### config.mk
export PLATFORM = sky130hd
export DESIGN_NAME = bus_decoder
export DESIGN_NICKNAME = d
export VERILOG_FILES = /design/src/sysbus_pkg.sv /design/src/bus_decoder.sv
export SDC_FILE = /design/constraint.sdc
export NUM_CORES = 1
export LEC_CHECK = 0
export ABC_AREA = 1
export BUFFER_PORTS_ARGS = -buffer_cell sky130_fd_sc_hd__buf_4
export CORE_AREA = 2 2 147 149
export DETAILED_ROUTE_END_ITERATION = 6
export DIE_AREA = 0 0 149 151
export GPL_ROUTABILITY_DRIVEN = 0
export REMOVE_ABC_BUFFERS = 1
export SLEW_MARGIN = 10
export SYNTH_ARGS = -nofsm -noshare
export SYNTH_HDL_FRONTEND = slang
export SYNTH_SLANG_ARGS = --single-unit
### constraint.sdc
create_clock -name clk -period 0.9 [get_ports clk]
set_clock_uncertainty 0.15 [all_clocks]
set_input_delay 0 -clock clk [delete_from_list [all_inputs] [get_ports clk]]
set_output_delay 0 -clock clk [all_outputs]
set_load 0.05 [all_outputs]
### src/boot_rom.hex
// One 64-bit boot word per line, word addresses 0 to 15.
00000297F0028293
0085B50300053583
010EB6830008B603
4000006F00C5A023
FFC58593FE059EE3
0040006F00000013
123456789ABCDEF0
0F1E2D3C4B5A6978
8877665544332211
DEADBEEFCAFEF00D
0000000000000001
FFFFFFFFFFFFFFFF
A5A5A5A55A5A5A5A
0102040810204080
C0FFEE0011223344
7E57ABCDEF012345

### src/sysbus_pkg.sv
package sysbus_pkg;

	//////////////////////////////////////////////////////////////////////
	// Bus types
	//////////////////////////////////////////////////////////////////////

	// One master request, held stable until ack or err.
	typedef struct packed {
		logic        cyc;
		logic        stb;
		logic        we;
		logic [7:0]  sel;		// Byte lanes.
		logic [31:0] adr;
		logic [63:0] dat;		// Write data.
	} wb_req_t;

	typedef struct packed {
		logic        ack;
		logic        err;
		logic [63:0] dat;		// Read data, valid with ack.
	} wb_rsp_t;

	// The bus data word is taken as a whole or as two 32-bit halves.
	typedef union packed {
		logic [63:0]      word;
		logic [1:0][31:0] half;	// Index 0 is the low half.
	} bus_word_u;

	//////////////////////////////////////////////////////////////////////
	// Address map, compared against adr[31:16]
	//////////////////////////////////////////////////////////////////////

	localparam logic [15:0] RAM_BASE  = 16'h0000;
	localparam logic [15:0] ROM_BASE  = 16'h0001;
	localparam logic [15:0] TEXT_BASE = 16'hFFDC;

	//////////////////////////////////////////////////////////////////////
	// Memory sizes
	//////////////////////////////////////////////////////////////////////

	localparam int RAM_WORDS  = 2048;		// 64-bit words.
	localparam int ROM_WORDS  = 512;		// 64-bit words.
	localparam int TEXT_WORDS = 2048;		// 32-bit words.

	localparam int RAM_AW  = $clog2(RAM_WORDS);	// Word index adr[13:3].
	localparam int ROM_AW  = $clog2(ROM_WORDS);	// Word index adr[11:3].
	localparam int TEXT_AW = $clog2(TEXT_WORDS);	// Word index adr[12:2].

	localparam string ROM_FILE = "/design/src/boot_rom.hex";

	//////////////////////////////////////////////////////////////////////
	// Masters
	//////////////////////////////////////////////////////////////////////

	localparam int N_MASTERS = 2;
	localparam int MID_W     = $clog2(N_MASTERS);

	typedef logic [MID_W-1:0] master_id_t;

endpackage

### src/bus_decoder.sv
`timescale 1ns/10ps

module bus_decoder import sysbus_pkg::*; (
	input  logic    clk,
	input  logic    rst_n_i,
	input  wb_req_t bus_req_i,
	input  wb_rsp_t ram_rsp_i,
	input  wb_rsp_t rom_rsp_i,
	input  wb_rsp_t text_rsp_i,
	output logic    ram_sel_o,
	output logic    rom_sel_o,
	output logic    text_sel_o,
	output wb_rsp_t bus_rsp_o
);

	logic [15:0] page;
	logic        strobe;
	logic        miss;
	logic        err_q;

	//////////////////////////////////////////////////////////////////////
	// Slave selects
	//////////////////////////////////////////////////////////////////////

	assign page   = bus_req_i.adr[31:16];
	assign strobe = bus_req_i.cyc & bus_req_i.stb;

	assign ram_sel_o  = (page == RAM_BASE);
	assign rom_sel_o  = (page == ROM_BASE);
	assign text_sel_o = (page == TEXT_BASE);

	// No slave claims this page.
	assign miss = ~(ram_sel_o | rom_sel_o | text_sel_o);

	//////////////////////////////////////////////////////////////////////
	// Unmapped access error
	//////////////////////////////////////////////////////////////////////

	// One err per strobe, same latency as a slave ack.
	always_ff @(posedge clk) begin
		if (!rst_n_i)
			err_q <= 1'b0;
		else
			err_q <= strobe & miss & ~err_q;
	end

	//////////////////////////////////////////////////////////////////////
	// Response merge
	//////////////////////////////////////////////////////////////////////

	// Idle slaves drive zeros, so a plain OR is enough.
	always_comb begin
		bus_rsp_o.ack = ram_rsp_i.ack | rom_rsp_i.ack | text_rsp_i.ack;
		bus_rsp_o.err = ram_rsp_i.err | rom_rsp_i.err | text_rsp_i.err | err_q;
		bus_rsp_o.dat = ram_rsp_i.dat | rom_rsp_i.dat | text_rsp_i.dat;
	end

endmodule

==> key figures <==
Status
  • Status: finished, final reports clean

Power and ir drop
  • Switching Power: about 0.65 mW
  • Flop pwr share: 3.2%
  • Clock Power Share: 0%
  • Peak supply drop: 0.000124 V
  • Comb pwr share: 96.8%
  • Power Density: 468 nW/um2
  • Lkg Pwr: between 1.5 and 2 nW
  • Sw frac: 42.9%
  • Power Internal: 0.870 mW

Drt
  • WL/cell: 10.3 um
  • DRC Markers: 0
  • Routed wire length: 6.94 mm
  • Initial DRC count: 46
  • Post-DRT Antenna Nets: 0
  • Via total after detailed routing: 1,986
  • Via density: a little under 3
  • TritonRoute pass-1 iters: 3

Floorplanning
  • Die Y: around 150 um
  • Overall die area: 22,500 um2
  • FP Rows: 53
  • Core area: 20,800 um2
  • Initial Util: 2.96%
  • Die width: 149 um
  • IO Pins: 376

Synthesis
  • Commonest cells post-synth: 65 x or3_1, 19 x nand2_1, 17 x nor2_1
  • Predominant post-synthesis flop cell: dfxtp_1
  • Seq/Total Area, Yosys: 3.25%
  • Top-count cell post-synth: or3_1
  • Yosys top cell by area: or3_1
  • Synth top area cells: or3_1 66%, nand2_1 12%, nor2_1 10%
  • Post-synth EDFFs: 0
  • Syn Std Cell Area: 616 um2
  • Top cell type's share of synthesized area: 66.1%
  • Cells after Synth: 114
  • #FFs+latches synth: 1
  • Asr flop ratio synth: 0%
  • Syn Area/Cell: 5.40 um2
  • YS warnings: 0
  • Netlist cell types: 8

CTS
  • # hold bufs at CTS: 0
  • Post CTS Setup Buffer Count: 0
  • Clock latency on the worst-skew pair: 0 ps

Worst setup path
  • Cell Chain, Critical Path: buf_4, or3_1, buf_4
  • Worst path top cell family by delay: simple AND/OR/NAND/NOR gates
  • CP dominant cell by count: buf_4
  • Critical Path Source Type: input pin
  • WP buf/inv: 2
  • Endpoint type of the worst setup path: output pin
  • Worst Path Arrival: around 730 ps
  • CP Max Fanout: 1
  • Largest stage delay, worst path: 410 ps
  • Critical path type: in2out
  • Slowest cell on crit path: or3_1
  • Worst endpoint required time: 750 ps

GRT
  • Global-route wire length before repair: 8.83 mm
  • Vias in the first global route: 1,870
  • Total GRT Usage: 5.03%
  • Initial antenna violation count: 2
  • Largest net degree at the start of global routing: 3
  • Grt ovf: 0

Cells and area
  • Synth-to-Final Area Change: 429%
  • Layout cell share with drive strength beyond 1: ~77%
  • Max FFs per register: 1
  • Non-Filler Instances: 677
  • Fin area: 3260 um2
  • Most flops, register: err_q
  • Largest regs: err_q x1
  • Final net count: 710

Placement
  • Post-DP HPWL: 6.55 mm
  • Placed Cells: 677
  • IO Port Bufs: between 200 and 300
  • DP Area: 3120 um2

Timing
  • Final hold vios: 0
  • Worst-Margin Slew: 159 ps
  • Achievable Freq: between 1000 and 1500 MHz
  • Tcrit/Tclk final: 97.4%
  • Slew Limit Fails: 0
  • Final setup viols: 0
  • Period minus WS final: 877 ps
  • RSZ-0062 raised after global routing: yes
  • Slew margin rel.: around nine tenths

Hold path
  • Worst Hold Class: in2out

Flow run
  • Max-cap violations: 0
[final cells by class]
cell class / instances / area, um2
repair buffers: 287 / 2210
multi-input cells: 104 / 642
fillers: 2407 / 17600
inverters: 9 / 33.8
well taps: 275 / 344
diodes: 1 / 2.50
flip-flops and latches: 1 / 20.0
[cell families (layout without fill, tap and decap cells)]
logic type / Yosys count / in the layout / share of synthesized area, %
AND/OR/NAND/NOR: 104 / 104 / 91.3
buffers and inverters: 9 / 296 / 5.49
flip-flops: 1 / 1 / 3.25
other: 0 / 1 / 0
[final timing paths]
| check | endpoint | start | slack (ps) | cells after the start |
|---|---|---|---|---|
| hold reg to reg | err_q | err_q | 360 | 3 |
| setup / recovery | bus_rsp_o[56] | rom_rsp_i[56] | 20 | 3 |
| hold / removal | bus_rsp_o[64] | rom_rsp_i[64] | 180 | 4 |
| setup reg to reg | err_q | err_q | 60 | 3 |
[tightest hold or removal path: stages]
cell and delay, ps:
buf_4 80, nor2_2 30, nand2_1 60, buf_6 150
[stage by stage]
| stage | hold slack (ps) | utilization [%] | power, mW | TNS, ps | setup WS, ps |
|---|---|---|---|---|---|
| global route | 199 | 15.6 | 1.61 | -46.7 | -20.1 |
| CTS | 188 | 15.3 | 1.52 | 0 | 2.17 |
| global placement | 186 | 15.0 | 1.48 | -438 | -127 |
| detailed placement | 187 | 15.0 | 1.49 | -427 | -130 |
| finish | 177 | 15.6 | 1.52 | 0 | 23.2 |
| floorplan | 55.3 | - | 0.585 | 0 | 69.9 |
[placed cells by master, fill, tap and decap left out, types with 2 or more instances in the layout]
master and count:
buf_4 273, nor2_4 6, inv_1 6, nor2_2 7, or3_1 65, nand2_2 6, nor2_1 5, inv_2 3
buf_6 12, buf_8 2, nand2_1 13
[layer usage]
layer  vias to the layer above  part of all wire, %  global-route usage [%]
li1                        978                    -                       -
met1                       830                   29                    4.37
met2                       172                   55                    11.0
met3                         4                   16                    2.05
met4                         2                 0.36                   0.190
met5                         -                 0.17                       0
[power groups by stage]
stage	Sequential (mW)	Combinational (mW)	Clock, mW
after floorplan	0.0478	0.538	0
after global placement	0.0478	1.43	0
after detailed placement	0.0479	1.44	0
after CTS	0.0482	1.47	0
after global routing	0.0483	1.56	0
final	0.0482	1.48	0.000000149
[repair_timing]
item	4_1_cts	5_1_grt
gates resized for setup	24	20
pin swaps	12	10
endpoints found under the setup margin	4	6
Note: power is estimated with default switching activity, not from simulation.
