### src/boot_rom.hex
// One 64-bit boot word per line, word addresses 0 to 15.
00000297F0028293
0085B50300053583
010EB6830008B603
4000006F00C5A023
FFC58593FE059EE3
0040006F00000013
123456789ABCDEF0
0F1E2D3C4B5A6978
8877665544332211
DEADBEEFCAFEF00D
0000000000000001
FFFFFFFFFFFFFFFF
A5A5A5A55A5A5A5A
0102040810204080
C0FFEE0011223344
7E57ABCDEF012345

### src/sysbus_pkg.sv
package sysbus_pkg;

	//////////////////////////////////////////////////////////////////////
	// Bus types
	//////////////////////////////////////////////////////////////////////

	// One master request, held stable until ack or err.
	typedef struct packed {
		logic        cyc;
		logic        stb;
		logic        we;
		logic [7:0]  sel;		// Byte lanes.
		logic [31:0] adr;
		logic [63:0] dat;		// Write data.
	} wb_req_t;

	typedef struct packed {
		logic        ack;
		logic        err;
		logic [63:0] dat;		// Read data, valid with ack.
	} wb_rsp_t;

	// The bus data word is taken as a whole or as two 32-bit halves.
	typedef union packed {
		logic [63:0]      word;
		logic [1:0][31:0] half;	// Index 0 is the low half.
	} bus_word_u;

	//////////////////////////////////////////////////////////////////////
	// Address map, compared against adr[31:16]
	//////////////////////////////////////////////////////////////////////

	localparam logic [15:0] RAM_BASE  = 16'h0000;
	localparam logic [15:0] ROM_BASE  = 16'h0001;
	localparam logic [15:0] TEXT_BASE = 16'hFFDC;

	//////////////////////////////////////////////////////////////////////
	// Memory sizes
	//////////////////////////////////////////////////////////////////////

	localparam int RAM_WORDS  = 2048;		// 64-bit words.
	localparam int ROM_WORDS  = 512;		// 64-bit words.
	localparam int TEXT_WORDS = 2048;		// 32-bit words.

	localparam int RAM_AW  = $clog2(RAM_WORDS);	// Word index adr[13:3].
	localparam int ROM_AW  = $clog2(ROM_WORDS);	// Word index adr[11:3].
	localparam int TEXT_AW = $clog2(TEXT_WORDS);	// Word index adr[12:2].

	localparam string ROM_FILE = "/design/src/boot_rom.hex";

	//////////////////////////////////////////////////////////////////////
	// Masters
	//////////////////////////////////////////////////////////////////////

	localparam int N_MASTERS = 2;
	localparam int MID_W     = $clog2(N_MASTERS);

	typedef logic [MID_W-1:0] master_id_t;

endpackage

### src/bus_arbiter.sv
`timescale 1ns/10ps

module bus_arbiter import sysbus_pkg::*; (
	input  logic    clk,
	input  logic    rst_n_i,
	input  wb_req_t m0_req_i,
	input  wb_req_t m1_req_i,
	input  wb_rsp_t bus_rsp_i,
	output wb_req_t bus_req_o,
	output wb_rsp_t m0_rsp_o,
	output wb_rsp_t m1_rsp_o
);

	logic       own_vld_q;
	master_id_t owner_q;
	master_id_t last_q;
	master_id_t grant;
	logic       owner_cyc;

	//////////////////////////////////////////////////////////////////////
	// Round-robin choice
	//////////////////////////////////////////////////////////////////////

	always_comb begin
		if (m0_req_i.cyc && m1_req_i.cyc) begin
			grant = ~last_q;			// Other one goes first.
		end else if (m1_req_i.cyc) begin
			grant = master_id_t'(1);
		end else begin
			grant = master_id_t'(0);
		end
	end

	assign owner_cyc = (owner_q == master_id_t'(1)) ? m1_req_i.cyc : m0_req_i.cyc;

	// Owner is held for the whole cycle and dropped when its cyc goes low.
	always_ff @(posedge clk) begin
		if (!rst_n_i) begin
			own_vld_q <= 1'b0;
			owner_q   <= master_id_t'(0);
			last_q    <= master_id_t'(1);	// Master 0 wins first.
		end else if (own_vld_q) begin
			if (!owner_cyc)
				own_vld_q <= 1'b0;
		end else if (m0_req_i.cyc || m1_req_i.cyc) begin
			own_vld_q <= 1'b1;
			owner_q   <= grant;
			last_q    <= grant;
		end
	end

	//////////////////////////////////////////////////////////////////////
	// Request forward and response return
	//////////////////////////////////////////////////////////////////////

	always_comb begin
		if (!own_vld_q) begin
			bus_req_o = '0;			// Idle bus.
		end else if (owner_q == master_id_t'(1)) begin
			bus_req_o = m1_req_i;
		end else begin
			bus_req_o = m0_req_i;
		end
	end

	always_comb begin
		m0_rsp_o = '0;
		m1_rsp_o = '0;
		if (own_vld_q) begin
			if (owner_q == master_id_t'(1))
				m1_rsp_o = bus_rsp_i;
			else
				m0_rsp_o = bus_rsp_i;
		end
	end

endmodule

### config.mk
export PLATFORM = sky130hd
export DESIGN_NAME = bus_arbiter
export DESIGN_NICKNAME = d
export VERILOG_FILES = /design/src/sysbus_pkg.sv /design/src/bus_arbiter.sv
export SDC_FILE = /design/constraint.sdc
export NUM_CORES = 1
export LEC_CHECK = 0
export ABC_AREA = 1
export BUFFER_PORTS_ARGS = -buffer_cell sky130_fd_sc_hd__buf_2
export CAP_MARGIN = 5
export CORE_AREA = 8 8 197 199
export CTS_CLUSTER_SIZE = 16
export DETAILED_ROUTE_END_ITERATION = 12
export DIE_AREA = 0 0 205 207
export PLACE_DENSITY_LB_ADDON = 0.1
export SLEW_MARGIN = 20
export SYNTH_ARGS = -nofsm -noshare
export SYNTH_HDL_FRONTEND = slang
export SYNTH_SLANG_ARGS = --single-unit
### constraint.sdc
create_clock -name clk -period 1 [get_ports clk]
set_input_delay 0.1 -clock clk [delete_from_list [all_inputs] [get_ports clk]]
set_output_delay 0.1 -clock clk [all_outputs]
set_load 0.1 [all_outputs]
==> impl_metrics.json <==
{
  "hold_ws_ps": 88.6,
  "cp.arrival_ps": 1520,
  "combPwrFrac_pct": 93.0,
  "syn_area_um2": 2470,
  "min_path_type": "input port to flip-flop",
  "dp_slack_ps": -504,
  "critPathKind": "flip-flop to primary output",
  "tightest_slew_ps": 371,
  "finalSetupViolCount": 242,
  "power_frac_clock_pct": 5.6,
  "track_usage_pct": 12.7,
  "grt_pass1_vias": 6441,
  "syn_area_per_cell_um2": 4.22,
  "final_cell_count_no_fill": 1611,
  "multi_input_area_um2": 4210,
  "ff_latch_area_um2": 67.6,
  "gr-total-overflow": 0,
  "synth_cells": 585,
  "synth-seq-cells": 3,
  "synth-async-reset-ratio_pct": 0,
  "ctsHtreeMaxLevel": 1,
  "insertion_delay_ps": 230,
  "swShare_pct": 60.4,
  "grt_pass1_wl_mm": 41.9,
  "synth_top_cell_area_share_pct": 33.2,
  "layout_min_cycle_time_ps": 1620,
  "slew_violations": 0,
  "area_growth_pct": 418,
  "startpoint_type": "flip-flop",
  "dp_hpwl_mm": 24.3,
  "vias": 5902,
  "status": "finished, violations left",
  "clock_skew_ps": 1.88,
  "design.core.area_um2": 35900,
  "finalCritPeriodShare_pct": 162,
  "portBuffers": 520,
  "wl_per_cell_um": 18.4,
  "intPower_w": 0.00455,
  "synthesis.nets": 867,
  "cp.required_ps": 900,
  "p_switching_w": 0.00695,
  "hold_depth": 2,
  "drive_gt1_share_pct": 80.2,
  "final_util_pct": 35.6,
  "fillers": 3672,
  "vias_per_cell": 3.66,
  "hold_viol_final": 0,
  "die_w_um": 205,
  "setup_ws_ps": -617,
  "drt_iter0_drc": 68,
  "yosysSeqAreaShare_pct": 2.44,
  "drtAntennaViolNets": 0,
  "yosysUniqueCellTypes": 12,
  "start_util_pct": 6.87,
  "cts_buffers": 3,
  "cts_sinks": 3,
  "synthMostInstantiatedCell": "nand2_1",
  "clock_tree.buffer_depth": 2,
  "synthTopCellsByArea": "nand2_1 (33%), a21oi_1 (22%), nor2_1 (20%)",
  "rows": 70,
  "numPlacedInstances": 1578,
  "reg2regPathDepth": 5,
  "gp_congestion": 0.731,
  "num-nets-final": 1424,
  "io-pin-count": 521,
  "p_per_area_nw_per_um2": 901,
  "grt_max_degree": 30,
  "critPathCaptureType": "primary output",
  "cts_tree": "done",
  "slew_headroom_pct": 75.2,
  "p_total_w": 0.0115,
  "ir_drop_uv": 404,
  "clock-root-buffer": "clkbuf_16",
  "p_seq_share_pct": 1.4,
  "dieArea_um2": 42400,
  "path_max_fanout": 29,
  "max-cap-violations": 0,
  "antenna_found_initial": 3,
  "drtPass1Iterations": 4,
  "drcViolationCount": 0,
  "violations": "negative setup slack",
  "totalWireLength_mm": 29.6,
  "die_y_um": 207,
  "synth_commonest_cells": "nand2_1 (218), nor2_1 (134), a21oi_1 (107), inv_1 (68), buf_2 (23)",
  "yosysTopAreaCell": "nand2_1",
  "synth_warnings": 0,
  "synth_edf_count": 0,
  "leakage_nw": 5.59,
  "clk_pin_slew_ps": 30,
  "ys.flop_type": "dfxtp_1",
  "rsz0062_at_grt": "true",
  "fmax_ghz": 0.618
}
[cell type report]
class                      instances  share of cell area [%]
sequential                         3                   0.529
inverter                          70                    2.20
timing repair buffer             600                    59.1
clock buffer                       4                   0.617
antenna                            2                  0.0392
tap                              468                    4.59
multi-input combinational        464                    32.9
[per-layer routing]
metal	global-route usage, %	vias up	wire, um
li1	-	2878	-
met1	12.7	2714	10200
met2	25.2	299	16300
met3	4.81	9	3010
met4	1.13	2	99
met5	0	-	12
[kinds of logic after synthesis]
| kind of cell | synth area share [%] |
|---|---|
| flops | 2.44 |
| buf+inv | 21.3 |
| simple gates | 54.4 |
| compound gates | 21.9 |
[flip-flops by register name (all words and copies together), names as in the netlist]
signal,cells
last_q,1
own_vld_q,1
owner_q,1
[worst paths after layout]
check                 start            to  slack, ps
setup reg to reg  own_vld_q        last_q       -210
hold / removal      rst_n_i        last_q         90
setup / recovery    owner_q  m1_rsp_o[10]       -620
hold reg to reg      last_q        last_q        470
[power groups by stage]
stage	combinational, W	sequential (W)	clock [W]
6_report	0.0107	0.000159	0.000642
5_1_grt	0.0111	0.000162	0.000666
4_1_cts	0.0104	0.000158	0.000653
3_5_place_dp	0.0100	0.000154	0
3_3_place_gp	0.0100	0.000153	0
2_1_floorplan	0.00619	0.000144	0
[cell usage in the layout (no fill, tap or decap), types with 2 or more instances in the layout]
cell,n
buf_8,3
inv_1,68
nand2_2,18
a21oi_2,41
buf_2,281
nor2_4,132
a21oi_1,2
buf_4,27
a21oi_4,64
dfxtp_4,2
diode_2,2
nand2_4,50
nand2_1,148
buf_6,6
buf_12,259
nor2_1,2
buf_16,15
nand2_8,2
clkbuf_16,12
nand3_1,3
[stage by stage]
step	cell area [um^2]	TNS [ps]
after CTS	12100	-134440
after global placement	11600	-75080
after global routing	12800	-145110
final	12800	-130930
after detailed placement	11600	-76410
after floorplan	4560	-142270
[repair_timing]
| action | in CTS | in global routing |
|---|---|---|
| resized for setup | 67 | 66 |
| hold endpoints to repair | 0 | 0 |
| endpoints found under the setup margin | 242 | 242 |
| cloned | 7 | 11 |
| setup buffers | 1 | 8 |
| hold buffers | 0 | 0 |
| pin swaps | 39 | 21 |
[critical path, stage by stage, from the launching register on]
cell and delay [ps]:
dfxtp_4 380, buf_4 160, nand2_8 120, buf_12 330
nor2_4 90, buf_12 170
Power figures use the tool's default switching activity.
